==> src/hdl/divsqrt_config.svh <==
/* Width settings for the divide and square-root unit
   DIVSQRT_WIDTH must be even and at least 4 */

`ifndef DIVSQRT_CONFIG_SVH
`define DIVSQRT_CONFIG_SVH

// Operand and result width in bits
`define DIVSQRT_WIDTH 16

// Caller tag width, returned untouched with the result
`define DIVSQRT_TAG_WIDTH 4

`endif

==> src/hdl/divsqrt_ctrl_pkg.sv <==
/* Control encodings of the divide and square-root unit */

`default_nettype none

package divsqrt_ctrl_pkg;

  // Operation select, anything but DIV runs as a square root
  typedef enum logic {
    DIV  = 1'b0,
    SQRT = 1'b1
  } op_e;

  // Issue, busy and hold control
  typedef enum logic [1:0] {IDLE, BUSY, HOLD} ctrl_state_e;

endpackage

`default_nettype wire

==> src/hdl/divsqrt_data_pkg.sv <==
/* Data-path types of the divide and square-root unit
   Compile divsqrt_ctrl_pkg first, since the issue record carries its op_e */

`default_nettype none

`include "divsqrt_config.svh"

package divsqrt_data_pkg;

  typedef logic [`DIVSQRT_WIDTH-1:0]     operand_t;  // Operand or result word
  typedef logic [`DIVSQRT_TAG_WIDTH-1:0] tag_t;      // Caller tag
  typedef logic [$clog2(`DIVSQRT_WIDTH+1)-1:0] count_t; // Iteration counter

  // Result flags
  typedef struct packed {
    logic div_by_zero; // Divisor was zero
    logic inexact;     // Remainder not zero
  } status_t;

  // Everything the engine needs for one operation
  typedef struct packed {
    divsqrt_ctrl_pkg::op_e op;
    operand_t              operand_a; // Dividend or radicand
    operand_t              operand_b; // Divisor, unused for sqrt
  } issue_t;

  // One finished result
  typedef struct packed {
    operand_t value;
    status_t  status;
  } result_t;

endpackage

`default_nettype wire

==> src/hdl/divsqrt_decode.sv <==
/* Request capture stage, one operation in flight at a time
   The tag register holds until the next accept and feeds tag_o directly */

`timescale 1ns/1ps
`default_nettype none

module divsqrt_decode (
  input  logic                            clk_i,
  input  logic                            arst_n_i,
  input  logic                            flush_i,
  input  logic                            in_valid_i,
  input  logic                            issue_grant_i,
  input  divsqrt_ctrl_pkg::op_e           op_i,
  input  divsqrt_data_pkg::operand_t      operand_a_i,
  input  divsqrt_data_pkg::operand_t      operand_b_i,
  input  divsqrt_data_pkg::tag_t          tag_i,
  output logic                            accepted_o,
  output logic                            start_o,
  output divsqrt_data_pkg::issue_t        issue_o,
  output divsqrt_data_pkg::tag_t          tag_o
);
  import divsqrt_ctrl_pkg::*;
  import divsqrt_data_pkg::*;

  // ----------------------------------------------------------------------
  // Accept and decode
  // ----------------------------------------------------------------------
  logic   accept;   // Request handshake completes this edge
  issue_t issue_d;  // Decoded request
  issue_t issue_q;
  tag_t   tag_q;
  logic   start_q;

  assign accept = in_valid_i & issue_grant_i & ~flush_i; // Flush blocks new work

  always_comb begin
    issue_d.op        = (op_i == DIV) ? DIV : SQRT; // Unknown codes run as sqrt
    issue_d.operand_a = operand_a_i;
    issue_d.operand_b = operand_b_i;
  end

  // ----------------------------------------------------------------------
  // Issue record and tag
  // ----------------------------------------------------------------------
  always_ff @(posedge clk_i) begin
    if (accept) begin
      issue_q <= issue_d;
      tag_q   <= tag_i;   // Kept until the next accept
    end
  end

  // Start follows the accepting edge by one cycle
  always_ff @(posedge clk_i or negedge arst_n_i) begin
    if (!arst_n_i) begin
      start_q <= 1'b0;
    end else begin
      start_q <= accept;
    end
  end

  assign accepted_o = accept;   // Lets the FSM leave IDLE
  assign start_o    = start_q;
  assign issue_o    = issue_q;
  assign tag_o      = tag_q;

endmodule

`default_nettype wire

==> src/hdl/divsqrt_execute.sv <==
/* Radix-2 restoring engine on unsigned integers, floor quotient and floor root
   DIV takes DIVSQRT_WIDTH cycles and SQRT half of that, issue_i must stay stable
   until done, result_o is valid only while done_o is high */

`timescale 1ns/1ps
`default_nettype none

`include "divsqrt_config.svh"

module divsqrt_execute (
  input  logic                       clk_i,
  input  logic                       arst_n_i,
  input  logic                       flush_i,
  input  logic                       start_i,
  input  divsqrt_data_pkg::issue_t   issue_i,
  output logic                       done_o,
  output divsqrt_data_pkg::result_t  result_o
);
  import divsqrt_ctrl_pkg::*;
  import divsqrt_data_pkg::*;

  localparam int unsigned W = `DIVSQRT_WIDTH;

  logic         is_div;
  logic         running_q;   // Iterations in progress
  logic         done_q;
  count_t       cnt_q;       // Iterations left
  logic [W:0]   rem_q;       // Partial remainder
  operand_t     src_q;       // Dividend or radicand, consumed from the top
  operand_t     acc_q;       // Quotient or root, built from the bottom
  logic [W:0]   shifted;     // Remainder with the next source bits
  logic [W:0]   divisor;     // Value to trial-subtract
  logic [W+1:0] trial;       // One bit wider to catch the borrow
  logic         bit_ok;      // Subtraction fits, result bit is one
  logic         div_by_zero;

  assign is_div = (issue_i.op == DIV);

  // ----------------------------------------------------------------------
  // Trial subtraction
  // ----------------------------------------------------------------------
  always_comb begin
    if (is_div) begin
      shifted = {rem_q[W-1:0], src_q[W-1]};          // One dividend bit
      divisor = {1'b0, issue_i.operand_b};
    end else begin
      shifted = {rem_q[W-2:0], src_q[W-1:W-2]};      // One radicand bit pair
      divisor = {acc_q[W-2:0], 2'b01};               // 4 * root + 1
    end
    trial  = {1'b0, shifted} - {1'b0, divisor};
    bit_ok = ~trial[W+1];
  end

  // ----------------------------------------------------------------------
  // Iteration control
  // ----------------------------------------------------------------------
  always_ff @(posedge clk_i or negedge arst_n_i) begin
    if (!arst_n_i) begin
      running_q <= 1'b0;
      cnt_q     <= '0;
      done_q    <= 1'b0;
    end else if (flush_i) begin
      running_q <= 1'b0;   // Abandon the operation
      cnt_q     <= '0;
      done_q    <= 1'b0;
    end else begin
      done_q <= 1'b0;
      if (start_i) begin
        running_q <= 1'b1;
        cnt_q     <= is_div ? count_t'(W) : count_t'(W / 2);
      end else if (running_q) begin
        cnt_q <= cnt_q - count_t'(1);
        if (cnt_q == count_t'(1)) begin   // Last step this edge
          running_q <= 1'b0;
          done_q    <= 1'b1;
        end
      end
    end
  end

  // Data path, one result bit per cycle
  always_ff @(posedge clk_i) begin
    if (start_i) begin
      rem_q <= '0;
      acc_q <= '0;
      src_q <= issue_i.operand_a;
    end else if (running_q) begin
      rem_q <= bit_ok ? trial[W:0] : shifted;   // Restore on borrow
      acc_q <= {acc_q[W-2:0], bit_ok};
      src_q <= is_div ? {src_q[W-2:0], 1'b0} : {src_q[W-3:0], 2'b00};
    end
  end

  // ----------------------------------------------------------------------
  // Result and flags
  // ----------------------------------------------------------------------
  assign div_by_zero = is_div & (issue_i.operand_b == '0);

  always_comb begin
    result_o.value              = div_by_zero ? '1 : acc_q;   // All ones on x/0
    result_o.status.div_by_zero = div_by_zero;
    result_o.status.inexact     = (rem_q != '0) & ~div_by_zero;
  end

  assign done_o = done_q;

endmodule

`default_nettype wire

==> src/hdl/divsqrt_result.sv <==
/* Issue, busy and hold control with the output select
   A result refused downstream waits in the hold register, flush drops it */

`timescale 1ns/1ps
`default_nettype none

module divsqrt_result (
  input  logic                       clk_i,
  input  logic                       arst_n_i,
  input  logic                       flush_i,
  input  logic                       accepted_i,
  input  logic                       done_i,
  input  divsqrt_data_pkg::result_t  result_i,
  input  logic                       out_ready_i,
  output logic                       issue_grant_o,
  output logic                       out_valid_o,
  output divsqrt_data_pkg::result_t  result_o,
  output logic                       busy_o
);
  import divsqrt_ctrl_pkg::*;
  import divsqrt_data_pkg::*;

  ctrl_state_e state_q;
  ctrl_state_e state_d;
  logic        grant;      // Upstream may hand over a request
  logic        out_valid;  // Offer result downstream
  logic        busy;       // Operation or result in flight
  logic        hold_en;    // Park the engine result
  result_t     held_q;

  // ----------------------------------------------------------------------
  // Control FSM
  // ----------------------------------------------------------------------
  always_comb begin
    state_d   = state_q;
    grant     = 1'b0;
    out_valid = 1'b0;
    busy      = 1'b0;
    hold_en   = 1'b0;

    unique case (state_q)
      IDLE: begin
        grant = 1'b1;                    // Waiting for work
        if (accepted_i) state_d = BUSY;
      end
      BUSY: begin
        busy = 1'b1;
        if (done_i) begin
          out_valid = 1'b1;              // Offer engine result directly
          if (out_ready_i) begin
            grant   = 1'b1;              // Taken, next request may enter
            state_d = accepted_i ? BUSY : IDLE;
          end else begin
            hold_en = 1'b1;              // Downstream stalled
            state_d = HOLD;
          end
        end
      end
      HOLD: begin
        busy      = 1'b1;
        out_valid = 1'b1;                // Keep offering held result
        if (out_ready_i) begin
          grant   = 1'b1;
          state_d = accepted_i ? BUSY : IDLE;
        end
      end
      default: state_d = IDLE;
    endcase

    // Flush overrides everything
    if (flush_i) begin
      out_valid = 1'b0;
      busy      = 1'b0;
      state_d   = IDLE;
    end
  end

  always_ff @(posedge clk_i or negedge arst_n_i) begin
    if (!arst_n_i) begin
      state_q <= IDLE;
    end else begin
      state_q <= state_d;
    end
  end

  // ----------------------------------------------------------------------
  // Hold register and output select
  // ----------------------------------------------------------------------
  always_ff @(posedge clk_i) begin
    if (hold_en) held_q <= result_i;
  end

  assign result_o      = (state_q == HOLD) ? held_q : result_i; // Held data first
  assign issue_grant_o = grant;
  assign out_valid_o   = out_valid;
  assign busy_o        = busy;

endmodule

`default_nettype wire

==> src/hdl/divsqrt_top.sv <==
/* Multi-cycle unsigned divide and square root with valid/ready on both sides
   One operation in flight, latency WIDTH+1 for DIV and WIDTH/2+1 for SQRT */

`timescale 1ns/1ps
`default_nettype none

module divsqrt_top (
  input  logic                       clk_i,
  input  logic                       arst_n_i,
  // Request side
  input  logic                       in_valid_i,
  output logic                       in_ready_o,
  input  divsqrt_ctrl_pkg::op_e      op_i,
  input  divsqrt_data_pkg::operand_t operand_a_i,
  input  divsqrt_data_pkg::operand_t operand_b_i,
  input  divsqrt_data_pkg::tag_t     tag_i,
  input  logic                       flush_i,
  // Result side
  output logic                       out_valid_o,
  input  logic                       out_ready_i,
  output divsqrt_data_pkg::result_t  result_o,
  output divsqrt_data_pkg::tag_t     tag_o,
  output logic                       busy_o
);
  import divsqrt_data_pkg::*;

  logic    accepted;     // Request taken this edge
  logic    start;        // Engine kick-off
  logic    done;         // Engine finished
  issue_t  issue;        // Registered request
  result_t exec_result;  // Engine output

  divsqrt_decode u_decode (
    .clk_i         (clk_i),
    .arst_n_i      (arst_n_i),
    .flush_i       (flush_i),
    .in_valid_i    (in_valid_i),
    .issue_grant_i (in_ready_o),
    .op_i          (op_i),
    .operand_a_i   (operand_a_i),
    .operand_b_i   (operand_b_i),
    .tag_i         (tag_i),
    .accepted_o    (accepted),
    .start_o       (start),
    .issue_o       (issue),
    .tag_o         (tag_o)
  );

  divsqrt_execute u_execute (
    .clk_i    (clk_i),
    .arst_n_i (arst_n_i),
    .flush_i  (flush_i),
    .start_i  (start),
    .issue_i  (issue),
    .done_o   (done),
    .result_o (exec_result)
  );

  divsqrt_result u_result (
    .clk_i         (clk_i),
    .arst_n_i      (arst_n_i),
    .flush_i       (flush_i),
    .accepted_i    (accepted),
    .done_i        (done),
    .result_i      (exec_result),
    .out_ready_i   (out_ready_i),
    .issue_grant_o (in_ready_o),
    .out_valid_o   (out_valid_o),
    .result_o      (result_o),
    .busy_o        (busy_o)
  );

endmodule

`default_nettype wire

==> config.mk <==
export PLATFORM = sky130hd
export DESIGN_NAME = divsqrt_top
export DESIGN_NICKNAME = d
export VERILOG_FILES = /design/src/hdl/divsqrt_ctrl_pkg.sv /design/src/hdl/divsqrt_data_pkg.sv /design/src/hdl/divsqrt_decode.sv /design/src/hdl/divsqrt_execute.sv /design/src/hdl/divsqrt_result.sv /design/src/hdl/divsqrt_top.sv
export VERILOG_INCLUDE_DIRS = /design/src /design/src/hdl
export SDC_FILE = /design/constraint.sdc
export NUM_CORES = 1
export LEC_CHECK = 0
export BUFFER_PORTS_ARGS = -buffer_cell sky130_fd_sc_hd__clkbuf_2
export CELL_PAD_IN_SITES_DETAIL_PLACEMENT = 1
export CELL_PAD_IN_SITES_GLOBAL_PLACEMENT = 2
export CORE_MARGIN = 4
export CORE_UTILIZATION = 36
export CTS_CLUSTER_DIAMETER = 50
export DETAILED_ROUTE_END_ITERATION = 10
export PLACE_DENSITY = 0.75
export SYNTH_ARGS = -nofsm -noshare
export SYNTH_HDL_FRONTEND = slang
export SYNTH_SLANG_ARGS = --single-unit
==> constraint.sdc <==
create_clock -name clk_i -period 5.3 [get_ports clk_i]
set_input_delay 0.53 -clock clk_i [delete_from_list [all_inputs] [get_ports clk_i]]
set_output_delay 0.53 -clock clk_i [all_outputs]
set_load 0.05 [all_outputs]
==> results.md <==
- Rows: 47
- Sum Neg Setup Slack: 0 ns
- Synth area leader: edfxtp_1
- Unrepaired setup endpoints after global routing: false
- Worst setup SP type: flip-flop
- Via Count: 4546
- Slew margin rel.: 38.5%
- Avg WL per Cell: 19.7 um
- Status: completed
- Vias per cell: 5.37
- Width of the die: 140 um
- CTS Buf Count: 17
- Non-filler cells in the finished layout: 846
- 1st-iter DRT viols: 246
- Worst path buffer plus inverter count: 1
- DR pass1 iterations: 4
- ANT cells: 0
- Ys async rst share: 8.77%
- DP Cell Count: 813
- Initial Util: 37.2%
- HP Class: primary input to flip-flop
- Share of cells above drive strength 1: 28.9%
- Netlist Area Pre-Place: 6240 um^2
- CP Capture Type: flip-flop
- Register area share after synthesis: 48.8%
- Chip height: 140 um
- Congestion Overflow GR: 0
- Total track usage: 17.4%
- Leakage: 0.00295 uW
- Setup Crit Path Kind: flip-flop to flip-flop
- Hpwl dp: 11.9 mm
- Final Slew Violations: 0
- Worst path top cell family by delay: compound AO/OA/AOI/OAI gates
- Gate Count Post-Synth: 552
- Largest cells by area after synthesis: edfxtp_1, dfxtp_1, mux2i_1, mux2_2, ha_1
- Top-area cell type share of the netlist area: 34.2%
- Post-synth top flop: edfxtp_1
- Syn nets: 618
- Max Root-Sink Buffers: 2
- CP peak stage delay: 0.75 ns
- Clock slew at reported path FFs: 0.06 ns
- Vias in the first global route: 4712
- Slowest cell on the critical path: edfxtp_1
- Layout area overhead: 17.9%
- Peak supply drop: 0.288 mV
- # DRC: 0
- Seq cells post-synth: 114
- H-tree depth: 4
- Worst Path Arrival: 4.12 ns
- Area of the die: 19500 um^2
- Crit share post-route: 71.6%
- Largest net degree at the start of global routing: 44
- PostCTS Resize Cnt: 0
- Worst-Margin Slew: 0.922 ns
- CTS tree: done
- Clock skew: 0.0123 ns
- Mapped Avg Cell Area: 11.3 um^2
- Crit-path cells: buf_4 -> mux2_2 -> ha_1 -> and2_4 -> a221oi_4 -> a21o_4 -> a21bo_1 -> nand3_1 -> a311oi_2
- Endpoints failing setup: 0
- Yosys warns: 0
- Max Freq: 264 MHz
- Max cap viols: 0
- Clock latency on the worst-skew pair: 0.42 ns
- DRT antenna net count: 0
- Post-synth top cells: edfxtp_1, mux2i_1, nor2_1, mux2_2, dfxtp_1
- Fin crit period: 3.79 ns
- Initial antenna violation count: 0
- Count leader, synth: edfxtp_1
- Post-synth EDFFs: 71
- Nets@finish: 679
- Final Hold Viols: 0
- Clock root cell: clkbuf_16
- CORE AREA: 16800 um^2
- First-pass GRT wire length: 26.8 mm
- # clock sinks: 114
- Crit path max fanout: 17
- Final Util: 43.9%
- Top-level I/O count: 67
- Placer Congestion: 0.843
- Power Density: 578 nW/um^2
- Buffers on Ports: 66
- Final WL: 16.7 mm
- Post-synth cell types: 63
- Worst EP required: 5.63 ns
layout by cell type, fill, tap and decap left out, types with 4 or more instances in the layout:
cell	count
dfxtp_1	33
o21ai_0	30
dfrtp_1	8
nand2b_1	7
nor2_1	43
nand3_2	5
nand2_1	26
o21ai_1	7
a31oi_1	4
nand4_1	4
a311oi_2	8
xor2_1	6
inv_1	13
buf_4	7
nor2b_1	7
mux2_2	35
clkbuf_16	17
a211oi_1	4
nor4_1	7
nor3_1	7
or2_2	18
a21oi_1	27
edfxtp_1	71
clkbuf_2	66
xnor2_1	7
mux2i_1	44
o211ai_1	4
nor3b_1	8
o21a_1	6
ha_1	23
a21o_1	5
nand3_1	7
state kept, by name, indices dropped and copies added (netlist names):
signal and cells:
u_decode.issue_o 33, u_decode.start_o 1, u_decode.tag_o 4, u_execute.acc_q 16, u_execute.cnt_q 5, u_execute.done_o 1, u_execute.rem_q 17, u_execute.running_q 1
u_execute.src_q 16, u_result.held_q 18, u_result.state_q 2
layout make-up:
class | instances | area, um^2
inverters | 13 | 48.8
clock buffers | 20 | 447
well taps | 220 | 275
repair buffers | 74 | 393
fillers | 1866 | 9400
clock inverters | 12 | 156
multi-input cells | 393 | 2990
flip-flops and latches | 114 | 3050
metal layers:
metal	vias to the layer above	track usage [%]	wire, um
met3	14	3.57	780
met4	0	4.95	201
met1	2251	24.7	8050
met2	94	26.9	7650
met5	-	0	0
li1	2187	-	-
final timing paths:
path	cells after the start	end	start	slack [ns]
worst min register to register	2	u_execute.acc_q[15]	u_execute.acc_q[15]	0.51
worst max-delay path	9	u_execute.rem_q[10]	u_decode.issue_o[32]	1.51
worst max register to register	9	u_execute.rem_q[10]	u_decode.issue_o[32]	1.51
max in group asynchronous	2	u_decode.start_o	arst_n_i	4.55
min in group asynchronous	2	u_execute.cnt_q[2]	arst_n_i	0.52
worst min-delay path	1	u_decode.tag_o[2]	tag_i[2]	0.29
worst reg2reg max path, cell delays in order, from the launching register on:
cell      delay [ns]
edfxtp_1        0.75
buf_4           0.35
mux2_2          0.39
ha_1            0.38
and2_4          0.19
a221oi_4        0.36
a21o_4          0.20
a21bo_1         0.59
nand3_1         0.19
a311oi_2        0.31
power breakdown:
| part | switching [uW] | internal, uW | total, uW |
|---|---|---|---|
| sequential | 150 | 1110 | 1260 |
| combinational | 1110 | 706 | 1820 |
| clock | 421 | 753 | 1170 |
| total | 1680 | 2570 | 4260 |
kinds of logic after synthesis:
logic type                 Yosys count  synth area share (%)
DFF                                114                  48.8
and+or+nand+nor                    155                  13.4
muxes                               79                  13.4
buffers and inverters               45                  3.49
adders and majority gates           24                  4.93
xor gates and xnor gates            13                  1.82
AOI/OAI and AO/OA                  122                  14.3
through the flow:
stage / hold slack (ns) / total power [uW] / cell area, um^2 / worst slack [ns]
after floorplan: 0.234 / 2650 / 6250 / 1.64
after global placement: 0.413 / 3030 / 6750 / 1.68
after detailed placement: 0.418 / 3080 / 6750 / 1.50
after CTS: 0.270 / 4280 / 7360 / 1.47
after global routing: 0.268 / 4530 / 7360 / 1.30
final: 0.286 / 4260 / 7360 / 1.51
timing repair:
item / 4_1_cts / 5_1_grt
buffers inserted: 0 / 0
endpoints found under the hold margin: 10 / 0
hold buffers: 1 / 0
Note: power is estimated with default switching activity, not from simulation.
